--- config.mk ---
export PLATFORM = sky130hd
export DESIGN_NAME = cpuCore
export DESIGN_NICKNAME = d
export VERILOG_FILES = /design/src/source/wiscPkg.sv /design/src/source/control.sv /design/src/source/regFile.sv /design/src/source/execute.sv /design/src/source/dataMem.sv /design/src/source/cpuCore.sv
export SDC_FILE = /design/constraint.sdc
export NUM_CORES = 2
export LEC_CHECK = 0
export BUFFER_PORTS_ARGS = -buffer_cell sky130_fd_sc_hd__buf_4
export CORE_ASPECT_RATIO = 0.8
export CORE_MARGIN = 2
export CORE_UTILIZATION = 25
export DETAILED_ROUTE_END_ITERATION = 16
export PLACE_DENSITY = 0.42
export REMOVE_ABC_BUFFERS = 1
export SLEW_MARGIN = 10
export SYNTH_ARGS = -nofsm -noshare
export SYNTH_HDL_FRONTEND = slang
export SYNTH_SLANG_ARGS = --single-unit
--- constraint.sdc ---
create_clock -name clk -period 7.3 [get_ports clk]
set_input_delay 0.365 -clock clk [delete_from_list [all_inputs] [get_ports clk]]
set_output_delay 0.365 -clock clk [all_outputs]
set_load 0.02 [all_outputs]
--- src/source/wiscPkg.sv ---
// Shared ISA types for the 16-bit core; siic and rti have encodings only and decode as no-ops
package wiscPkg;

	localparam int DataWidth = 16;

	typedef enum logic [4:0] {
		Halt = 5'b00000, Nop = 5'b00001, Siic = 5'b00010, Rti = 5'b00011,
		J = 5'b00100, Jr = 5'b00101, Jal = 5'b00110, Jalr = 5'b00111,
		Addi = 5'b01000, Subi = 5'b01001, Xori = 5'b01010, Andi = 5'b01011,
		Beqz = 5'b01100, Bnez = 5'b01101, Bltz = 5'b01110, Bgez = 5'b01111,
		St = 5'b10000, Ld = 5'b10001, Slbi = 5'b10010, Stu = 5'b10011,
		Roli = 5'b10100, Slli = 5'b10101, Rori = 5'b10110, Srli = 5'b10111,
		Lbi = 5'b11000, Btr = 5'b11001, Shift = 5'b11010, Arith = 5'b11011,
		Seq = 5'b11100, Slt = 5'b11101, Sle = 5'b11110, Sco = 5'b11111
	} opcodeE;

	typedef enum logic [3:0] {
		Add, Sub, Xor, AndN, And, Rol, Sll, Ror, Srl, PassB
	} aluOpE;

	typedef enum logic [1:0] {Rd, Rt, R7} destSelE;

	typedef enum logic [1:0] {AluRes, MemData, Link, Flag} wbSelE;

	typedef enum logic [1:0] {CmpEq, CmpLt, CmpLe, CmpCarry} cmpKindE;

	// One level per control line, all zero means no-op
	typedef struct packed {
		logic regWrite;
		destSelE destSel;
		logic aluSrc;
		aluOpE aluOp;
		logic invA;
		logic invB;
		logic immShort;
		logic signExt;
		logic memWrite;
		logic memRead;
		wbSelE wbSel;
		logic branch;
		logic jump;
		logic jumpReg;
		logic halt;
		cmpKindE cmpKind;
		logic btr;
		logic slbi;
		logic lbi;
		logic stu;
	} ctrlBundle;

endpackage

--- src/source/control.sv ---
// Purely combinational decode of instr[15:11]; unknown, siic and rti opcodes act as nop
`timescale 1ns/1ps

module control import wiscPkg::*; (
	input logic [DataWidth-1:0] instr,
	output ctrlBundle ctrl
);

	opcodeE op;
	logic [1:0] func;

	assign op = opcodeE'(instr[15:11]);
	assign func = instr[1:0];

	always_comb begin
		ctrl = '0;
		case (op)
			Halt: ctrl.halt = 1'b1;
			Addi, Subi, Xori, Andi: begin
				ctrl.regWrite = 1'b1;
				ctrl.destSel = Rt;
				ctrl.aluSrc = 1'b1;
				ctrl.immShort = 1'b1;
				// Only addi and subi sign-extend
				ctrl.signExt = (op == Addi) || (op == Subi);
				case (op)
					Subi: begin
						ctrl.aluOp = Sub;
						ctrl.invA = 1'b1;
					end
					Xori: ctrl.aluOp = Xor;
					Andi: ctrl.aluOp = And;
					default: ctrl.aluOp = Add;
				endcase
			end
			Roli, Slli, Rori, Srli: begin
				ctrl.regWrite = 1'b1;
				ctrl.destSel = Rt;
				ctrl.aluSrc = 1'b1;
				ctrl.immShort = 1'b1;
				// Rotate or shift kind sits in the low opcode bits
				ctrl.aluOp = aluOpE'(Rol + instr[12:11]);
			end
			St, Ld, Stu: begin
				ctrl.aluSrc = 1'b1;
				ctrl.immShort = 1'b1;
				ctrl.signExt = 1'b1;
				ctrl.memWrite = (op != Ld);
				ctrl.memRead = (op == Ld);
				ctrl.regWrite = (op != St);
				ctrl.destSel = Rt;
				ctrl.wbSel = (op == Ld) ? MemData : AluRes;
				ctrl.stu = (op == Stu);
			end
			Lbi: begin
				ctrl.regWrite = 1'b1;
				ctrl.aluSrc = 1'b1;
				ctrl.signExt = 1'b1;
				ctrl.aluOp = PassB;
				ctrl.lbi = 1'b1;
			end
			Slbi: begin
				ctrl.regWrite = 1'b1;
				ctrl.aluSrc = 1'b1;
				ctrl.slbi = 1'b1;
			end
			Btr, Arith, Shift: begin
				ctrl.regWrite = 1'b1;
				ctrl.destSel = Rd;
				ctrl.btr = (op == Btr);
				if (op == Shift) begin
					ctrl.aluOp = aluOpE'(Rol + func);
				end else if (op == Arith) begin
					ctrl.aluOp = aluOpE'(func);
					// sub is rt minus rs, andn is rs and not rt
					ctrl.invA = (func == 2'b01);
					ctrl.invB = (func == 2'b11);
				end
			end
			Seq, Slt, Sle, Sco: begin
				ctrl.regWrite = 1'b1;
				ctrl.destSel = Rd;
				ctrl.wbSel = Flag;
				ctrl.cmpKind = cmpKindE'(instr[12:11]);
			end
			Beqz, Bnez, Bltz, Bgez: begin
				ctrl.branch = 1'b1;
				ctrl.signExt = 1'b1;
			end
			J, Jr, Jal, Jalr: begin
				ctrl.jump = 1'b1;
				ctrl.jumpReg = (op == Jr) || (op == Jalr);
				ctrl.signExt = 1'b1;
				if (op == Jal || op == Jalr) begin
					ctrl.regWrite = 1'b1;
					ctrl.destSel = R7;
					ctrl.wbSel = Link;
				end
			end
			default: ctrl = '0;
		endcase
	end

endmodule

--- src/source/regFile.sv ---
// Eight registers, reads are combinational and return the old value during a write
`timescale 1ns/1ps

module regFile import wiscPkg::*; (
	input logic clk,
	input logic rst,
	input logic [2:0] readAddrA,
	input logic [2:0] readAddrB,
	input logic [2:0] writeAddr,
	input logic [DataWidth-1:0] writeData,
	input logic writeEn,
	output logic [DataWidth-1:0] readDataA,
	output logic [DataWidth-1:0] readDataB
);

	logic [DataWidth-1:0] regs [8];

	assign readDataA = regs[readAddrA];
	assign readDataB = regs[readAddrB];

	always_ff @(posedge clk) begin
		if (rst) begin
			regs <= '{default: '0};
		end else if (writeEn) begin
			regs[writeAddr] <= writeData;
		end
	end

endmodule

--- src/source/execute.sv ---
// Combinational datapath; rotates and shifts use only the low four bits of the amount
`timescale 1ns/1ps

module execute import wiscPkg::*; (
	input ctrlBundle ctrl,
	input logic [DataWidth-1:0] rsData,
	input logic [DataWidth-1:0] rtData,
	input logic [DataWidth-1:0] instr,
	input logic [DataWidth-1:0] pcPlus2,
	output logic [DataWidth-1:0] result,
	output logic flag,
	output logic taken,
	output logic [DataWidth-1:0] target
);

	logic [DataWidth-1:0] imm, bIn, opA, opB, aluRes, reversed;
	logic [2*DataWidth-1:0] rotL, rotR;
	logic [DataWidth:0] sumFull;
	logic [3:0] shamt;
	logic cin, cond;

	// J displacement, then 5-bit or 8-bit immediates
	always_comb begin
		if (ctrl.jump && !ctrl.jumpReg) begin
			imm = {{(DataWidth-11){instr[10]}}, instr[10:0]};
		end else if (ctrl.immShort) begin
			imm = {{(DataWidth-5){ctrl.signExt & instr[4]}}, instr[4:0]};
		end else begin
			imm = {{(DataWidth-8){ctrl.signExt & instr[7]}}, instr[7:0]};
		end
	end

	assign bIn = ctrl.aluSrc ? imm : rtData;
	assign opA = ctrl.invA ? ~rsData : rsData;
	assign opB = ctrl.invB ? ~bIn : bIn;
	assign shamt = bIn[3:0];
	assign cin = (ctrl.aluOp == Sub);
	assign sumFull = {1'b0, opA} + {1'b0, opB} + {{DataWidth{1'b0}}, cin};
	assign rotL = {opA, opA} << shamt;
	assign rotR = {opA, opA} >> shamt;
	assign reversed = {<<{rsData}};

	always_comb begin
		case (ctrl.aluOp)
			Add, Sub: aluRes = sumFull[DataWidth-1:0];
			Xor: aluRes = opA ^ opB;
			And, AndN: aluRes = opA & opB;
			Rol: aluRes = rotL[2*DataWidth-1:DataWidth];
			Sll: aluRes = opA << shamt;
			Ror: aluRes = rotR[DataWidth-1:0];
			Srl: aluRes = opA >> shamt;
			PassB: aluRes = opB;
			default: aluRes = '0;
		endcase
	end

	assign result = ctrl.btr ? reversed : ctrl.slbi ? ((rsData << 8) | imm) : aluRes;

	// Sco relies on the adder running rs plus rt
	always_comb begin
		case (ctrl.cmpKind)
			CmpEq: flag = (rsData == rtData);
			CmpLt: flag = ($signed(rsData) < $signed(rtData));
			CmpLe: flag = ($signed(rsData) <= $signed(rtData));
			default: flag = sumFull[DataWidth];
		endcase
	end

	// Branch kind sits in the low opcode bits
	always_comb begin
		case (instr[12:11])
			2'b00: cond = (rsData == '0);
			2'b01: cond = (rsData != '0);
			2'b10: cond = rsData[DataWidth-1];
			default: cond = !rsData[DataWidth-1];
		endcase
	end

	assign taken = ctrl.branch & cond;
	assign target = (ctrl.jumpReg ? rsData : pcPlus2) + imm;

endmodule

--- src/source/dataMem.sv ---
// Word memory with no reset; MemWords must be a power of two so the address wraps
`timescale 1ns/1ps

module dataMem import wiscPkg::*; #(
	parameter int MemWords = 64
) (
	input logic clk,
	input logic writeEn,
	input logic [DataWidth-1:0] addr,
	input logic [DataWidth-1:0] writeData,
	output logic [DataWidth-1:0] readData
);

	localparam int IdxBits = $clog2(MemWords);

	logic [DataWidth-1:0] mem [MemWords];
	logic [IdxBits-1:0] idx;

	// Byte address, bit 0 ignored
	assign idx = addr[IdxBits:1];
	assign readData = mem[idx];

	always_ff @(posedge clk) begin
		if (writeEn) mem[idx] <= writeData;
	end

endmodule

--- src/source/cpuCore.sv ---
// Single-cycle core with instruction fetch left to the caller via pc; halt holds until reset
`timescale 1ns/1ps

module cpuCore import wiscPkg::*; #(
	parameter int MemWords = 64
) (
	input logic clk,
	input logic rst,
	input logic [DataWidth-1:0] instr,
	output logic [DataWidth-1:0] pc,
	output logic halted,
	output logic wbValid,
	output logic [2:0] wbReg,
	output logic [DataWidth-1:0] wbData
);

	ctrlBundle ctrl;
	logic [DataWidth-1:0] rsData, rtData, result, target, memData, pcPlus2, nextPc;
	logic flag, taken, regWe, memWe;

	control uControl (.instr(instr), .ctrl(ctrl));

	regFile uRegFile (
		.clk(clk), .rst(rst),
		.readAddrA(instr[10:8]), .readAddrB(instr[7:5]),
		.writeAddr(wbReg), .writeData(wbData), .writeEn(regWe),
		.readDataA(rsData), .readDataB(rtData)
	);

	execute uExecute (
		.ctrl(ctrl), .rsData(rsData), .rtData(rtData), .instr(instr), .pcPlus2(pcPlus2),
		.result(result), .flag(flag), .taken(taken), .target(target)
	);

	dataMem #(.MemWords(MemWords)) uDataMem (
		.clk(clk), .writeEn(memWe), .addr(result), .writeData(rtData), .readData(memData)
	);

	assign pcPlus2 = pc + 16'd2;
	assign regWe = ctrl.regWrite && !halted && !rst;
	assign memWe = ctrl.memWrite && !halted && !rst;
	assign wbValid = regWe;

	// I2-format writers and stu target rs
	always_comb begin
		if (ctrl.stu || ctrl.lbi || ctrl.slbi) wbReg = instr[10:8];
		else if (ctrl.destSel == R7) wbReg = 3'd7;
		else if (ctrl.destSel == Rt) wbReg = instr[7:5];
		else wbReg = instr[4:2];
	end

	always_comb begin
		case (ctrl.wbSel)
			MemData: wbData = ctrl.memRead ? memData : '0;
			Link: wbData = pcPlus2;
			Flag: wbData = {{(DataWidth-1){1'b0}}, flag};
			default: wbData = result;
		endcase
	end

	// Halt keeps pc on the halt instruction
	assign nextPc = ctrl.halt ? pc : (ctrl.jump || taken) ? target : pcPlus2;

	always_ff @(posedge clk) begin
		if (rst) begin
			pc <= '0;
			halted <= 1'b0;
		end else if (!halted) begin
			pc <= nextPc;
			halted <= ctrl.halt;
		end
	end

endmodule

# After elaboration in Yosys (flattened, before gate mapping)
# Memories as Yosys holds them, arrays and structs flattened.
# Index checks and enable logic that the tools add are counted.
[word_totals]
regBits = 145
n_memories = 1
output_inout_bits = 37
mem_bits_rw = 1024
input_bits = 18
[memory_table]
columns = ["name", "words", "width", "rd", "rd_ports_with_merged_regs", "wr", "line_no", "source"]
rows = [
  ["uDataMem.mem", 64, 16, 1, 0, 1, "dataMem.sv:16", "logic [DataWidth-1:0] mem [MemWords];"],
]
[op_classes]
add_sub_neg = 6
order_cmp = 6
bitwise = 13
n_mux = 55
reduce_logical = 36
n_shift = 4
n_eq_ne = 51
[ops]
columns = ["op", "n"]
rows = [
  ["$mux W16", 15],
  ["$bwmux W128", 1],
  ["$pmux W16 S8", 1],
  ["$bmux W16 S3", 2],
  ["$eq A5 B5 Y1 const B", 16],
  ["$demux W16 S3", 1],
  ["$pmux W16 S3", 1],
  ["$eq A5 B4 Y1 const B", 8],
  ["$not A16 Y16", 2],
  ["$shl A32 B4 Y32", 1],
  ["$shr A32 B4 Y16", 1],
  ["$eq A5 B3 Y1 const B", 4],
  ["$reduce_or A4 Y1", 5],
  ["$add A16 B16 Y17", 1],
  ["$add A17 B1 Y17", 1],
  ["$reduce_or A17 Y1", 1],
  ["$add A16 B16 Y16", 1],
  ["$add A16 B2 Y16 const B", 1],
  ["$and A16 B16 Y16", 1],
  ["$eq A16 B16 Y1", 1],
  ["$eq A4 B3 Y1 const B", 4],
  ["$le A16 B16 Y1", 1],
  ["$logic_not A16 Y1", 1],
  ["$lt A16 B16 Y1", 1],
  ["other kinds (39)", 99],
]

# Logic depth before layout (Yosys ltp)
# An unclocked memory read counts as a cell.
[logic_depth]
ltp_word = 18
depth_mapped = 32
depth_no_buf = 23

# Hierarchy
# A second synthesis with hierarchy kept.
[hier_totals]
hier_cells = 4047
hier_area_um2 = 53916.7
[by_module_without_submodules]
columns = ["module", "cells_each", "area_each_um2", "seq_area_each_um2", "n_inst"]
rows = [
  ["dataMem", 2248, 39160.1, 30749.5, 1],
  ["regFile", 705, 6787.8, 2562.5, 1],
  ["execute", 784, 5705.5, 0.0, 1],
  ["cpuCore", 209, 1559.0, 340.3, 1],
  ["control", 101, 704.4, 0.0, 1],
]

# Worst setup path before layout
# Ideal clock, no wire load.
[synth_timing]
path_type = "input port to output port"
start = "input port instr[11]"
end = "output port wbData[3]"
required_ps = 6935
arrival_time_ps = 7232
slack_ps = -297
stages = 30
path_buffers = 9
cell_sequence = "inv_1 > ha_1 > clkbuf_1 > nand4b_1 > a21oi_2 > clkbuf_1 > buf_2 > buf_1 > clkbuf_1 > buf_1 > xnor2_1 > fa_1 > a21o_1 > a21o_1 > a21o_1 > a21oi_1 > a21oi_1 > nor3b_1 > o21ai_0 > a22oi_1 > a41oi_1 > buf_2 > nand3_1 > clkbuf_1 > a211oi_1 > nor4_1 > o2111ai_1 > or4_1 > clkbuf_1 > a21boi_1"
[synth_via]
elab_chain_len = 17
elab_cells_between_ends = 98
[synth_lines]
columns = ["item", "line_no", "source"]
rows = [
  ["start, declared", "cpuCore.sv:9", "input logic [DataWidth-1:0] instr,"],
  ["$eq A5 B4 Y1, or another cell as far along", "control.sv:17", "case (op)"],
  ["$reduce_or A12 Y1 (no line), or another cell as far along", "n/a", ""],
  ["$pmux W1 S2 or $mux W2 (tied branches)", "control.sv:17", ""],
  ["$and A1 B1 Y1 or $logic_not A1 Y1 (tied branches)", "execute.sv:27, execute.sv:24", ""],
  ["$mux W16 or $logic_and A1 B1 Y1 (tied branches)", "execute.sv:26, execute.sv:24", ""],
  ["$mux W16", "execute.sv:24", "if (ctrl.jump && !ctrl.jumpReg) begin"],
  ["$mux W16", "execute.sv:33", "assign bIn = ctrl.aluSrc ? imm : rtData;"],
  ["$not A16 Y16", "execute.sv:35", "assign opB = ctrl.invB ? ~bIn : bIn;"],
  ["$mux W16", "execute.sv:35", ""],
  ["$add A16 B16 Y17", "execute.sv:38", "assign sumFull = {1'b0, opA} + {1'b0, opB} + {{DataWidth{1'b0}}, cin};"],
  ["$add A17 B1 Y17", "execute.sv:38", ""],
  ["$pmux W16 S8", "execute.sv:44", "case (ctrl.aluOp)"],
  ["$mux W16 (2 in series)", "execute.sv:57", "assign result = ctrl.btr ? reversed : ctrl.slbi ? ((rsData << 8) | imm) : aluRes;"],
  ["$mem_v2 Z64 W16", "n/a", ""],
  ["$mux W16", "cpuCore.sv:54", "MemData: wbData = ctrl.memRead ? memData : '0;"],
  ["$pmux W16 S3 *", "cpuCore.sv:53", "case (ctrl.wbSel)"],
  ["end, declared", "cpuCore.sv:14", "output logic [DataWidth-1:0] wbData"],
]
# Every way passes the cells marked *; elsewhere a longest branch is shown, timed or not.

# Worst setup path in the final report
[layout_timing]
start = "register uRegFile.regs[32] (netlist name)"
end = "output port wbData[7]"
[layout_via]
elab_chain_len = 14
elab_cells_between_ends = 23
[layout_lines]
columns = ["item", "line_no", "source"]
rows = [
  ["start, declared", "regFile.sv:16", "logic [DataWidth-1:0] regs [8];"],
  ["start signal, assigned by index", "regFile.sv:25", "regs[writeAddr] <= writeData;"],
  ["$bmux W16 S3", "regFile.sv:19", "assign readDataB = regs[readAddrB];"],
  ["$mux W16 (not written as such) (2 in series)", "regFile.sv:19", ""],
  ["$mux W16", "execute.sv:33", ""],
  ["$not A16 Y16", "execute.sv:35", ""],
  ["$mux W16", "execute.sv:35", ""],
  ["$add A16 B16 Y17", "execute.sv:38", ""],
  ["$add A17 B1 Y17", "execute.sv:38", ""],
  ["$pmux W16 S8 *", "execute.sv:44", ""],
  ["$mux W16 * (2 in series)", "execute.sv:57", ""],
  ["$mem_v2 Z64 W16", "n/a", ""],
  ["$mux W16", "cpuCore.sv:54", ""],
  ["$pmux W16 S3 *", "cpuCore.sv:53", ""],
]
# Every way passes the cells marked *; elsewhere a longest branch is shown, timed or not. The select of a mux whose other input is x is not followed.

==> qor.yml <==
finalPower_mw: 18.7
grt_pass1_wl_um: 338000
max_slew_margin_pct: 23.6
worstSkewPairLatency_ns: 0.81
fin_skew_ns: 0.0664
ir_worst_vdd_mv: 0.273
synth_top_cell_by_area: "edfxtp_1"
clk_pin_slew_ns: 0.06
path_class: "flip-flop to primary output"
finalInstanceArea_um2: 69500
synth_seq_cells: 1169
place_area_um2: 64400
ant_nets: 0
grt_pass1_vias: 40300
clock_sinks: 1169
port_buffers: 54
critPathLaunch: "uRegFile.regs[32]"
cts_tree: "built"
drtPass1Iterations: 7
drcViolationCount: 0
yosysWarnings: 0
drt-initial-drc-count: 5736
status: "finished clean"
vias_per_cell: 5.27
fmax_ghz: 0.138
fin_nets: 5242
synthTopCellsByCount: "edfxtp_1 (1024), nand2_1 (628), nor2_1 (378)"
synth_edf_count: 1024
power.leakage_nw: 23.0
die_area_um2: 226000
htree_levels: 4
synth.most_common_cell: "edfxtp_1"
grt_max_degree: 93
coreArea_um2: 220000
num_vias: 43400
cp-end-kind: "primary output"
cp.arrival_ns: 6.91
yosysSeqAreaShare_pct: 60.6
cap_violations: 0
antenna_found_initial: 18
numCtsBuffers: 130
p_per_area_nw_per_um2: 269
async_flop_share_pct: 0
synth_area_per_cell_um2: 12.0
layout-drive-gt1-share_pct: 24.6
postCtsHoldBufs: 0
fin_crit_ns: 7.27
critPathMaxFanout: 6
fin_crit_sh_pct: 99.6
tightestPinTransition_ns: 1.14
required_ns: 6.93
die_height_um: 425
overflow: 0
ys_types: 118
endpoint: "wbData[7]"
netlist_area_um2: 55500
clk_root_buffer_cell: "clkbuf_16"
fin_hold_ws_ns: 0.0644
wire_per_inst_um: 29.8
die_w_um: 531
rows: 154
initial_utilization_pct: 25.2
track_usage_pct: 21.2
setup_viol: 0
place_ws_ns: -0.575
totalWireLength_um: 245000
reg2reg_depth: 28
rsz0062_at_grt: "true"
dp_hpwl_um: 169000
timing.rr.end: "uRegFile.regs[24]"
synthFlopType: "edfxtp_1"
finalHoldViolCount: 0
syn2layout_area_growth_pct: 25.2
reg2reg_from: "uRegFile.regs[32]"
yosys-top-cells-area: "edfxtp_1 (55%), dfxtp_1 (5.2%), nand2_1 (4.2%)"
hold_class: "input pin to flip-flop"
io_pins: 55
clock_path_buffers: 3
synth_top_area_share_pct: 55.4
start_kind: "flip-flop"
postSynthCellCount: 4619
slew_viol_final: 0
r2r_slack_ns: 0.92
gp_congestion: 0.938
setup_slack_ns: 0.0279
[critical path, stage by stage (launching register included)]
cell,delay (ns)
dfxtp_1,0.34
mux4_2,0.50
mux2i_4,0.30
a22oi_2,0.13
xnor2_2,0.17
fa_2,0.39
fa_2,0.39
a21o_1,0.19
a21o_1,0.20
a21o_1,0.21
a21oi_2,0.18
a21oi_1,0.11
nor3b_2,0.19
o21ai_1,0.10
a22oi_2,0.22
a41oi_2,0.10
buf_6,0.20
nor3_1,0.41
buf_4,0.30
nand2_1,0.15
o22ai_1,0.43
nor3_1,0.24
nand4_1,0.16
buf_4,0.17
nand2b_1,0.12
buf_4,0.18
[power breakdown]
part	internal, mW	total [mW]	switching (mW)
combinational	1.65	4.62	2.97
clock	3.85	6.78	2.93
sequential	7.26	7.30	0.0353
[worst min path at each step]
stage | depth (start not counted) | from | endpoint
2_1_floorplan | 1 | rst | uRegFile.regs[106]
3_3_place_gp | 2 | uRegFile.regs[116] | uRegFile.regs[116]
3_5_place_dp | 2 | uRegFile.regs[4] | uRegFile.regs[4]
4_1_cts | 2 | rst | halted
5_1_grt | 2 | rst | pc[1]
6_report | 2 | rst | halted
[metrics by stage]
step / utilization, % / instances / TNS [ns]
6_report: 31.5 / 8236 / 0
5_1_grt: 31.5 / 8232 / -0.0128
4_1_cts: 31.3 / 8217 / -0.0341
3_5_place_dp: 29.2 / 7976 / -8.99
3_3_place_gp: 29.2 / 7976 / -10.37
2_1_floorplan: - / 4291 / -9326.57
[registers in the layout, indices dropped and copies added, names as in the netlist]
signal / count
pc: 16
uRegFile.regs: 128
halted: 1
uDataMem.mem: 1024
[cells by family after synthesis]
logic type	after synthesis	share of synthesized area (%)
simple gates	1499	12.0
flops	1169	60.6
compound gates	1124	14.5
buf+inv	390	3.29
mux	284	6.77
xor+xnor	95	1.50
fa+ha+maj	58	1.35
[placed cells by master (no fill, tap or decap), drive strengths merged, types with 65 or more instances in the layout]
cell / netlist / final
nor3: 69 / 69
a21oi: 223 / 223
a31oi: 74 / 74
edfxtp: 1024 / 1024
o21ai: 153 / 153
buf: 204 / 742
nor2: 381 / 381
clkbuf: 124 / 164
inv: 62 / 65
nand2: 629 / 629
xnor2: 73 / 73
nand3: 230 / 230
mux2i: 175 / 175
a211oi: 175 / 175
dfxtp: 145 / 145
[layout make-up]
class	count	area [µm²]
Antenna cell	4	10.0
Sequential cell	1169	33700
Inverter	62	236
Clock inverter	71	915
Timing Repair Buffer	743	6670
Tap cell	2964	3710
Clock buffer	163	3430
Fill cell	22400	151000
Multi-Input combinational cell	3060	20900
[timing repair]
| item | 4_1_cts | 5_1_grt |
|---|---|---|
| pin swaps | 6 | 25 |
| hold endpoints to repair | 0 | 0 |
| cloned | 0 | 2 |
| resized for setup | 56 | 58 |
| endpoints found under the setup margin | 16 | 16 |
| buffers inserted | 7 | 13 |
[per-layer routing]
metal | track usage [%] | routed length (µm) | up-vias
met1 | 32.9 | 117000 | 22400
met4 | 4.71 | 5460 | 6
met5 | 0 | 46 | -
met3 | 4.53 | 22300 | 253
met2 | 29.5 | 100000 | 1920
li1 | - | - | 18800
Note: power is estimated with default switching activity, not from simulation.
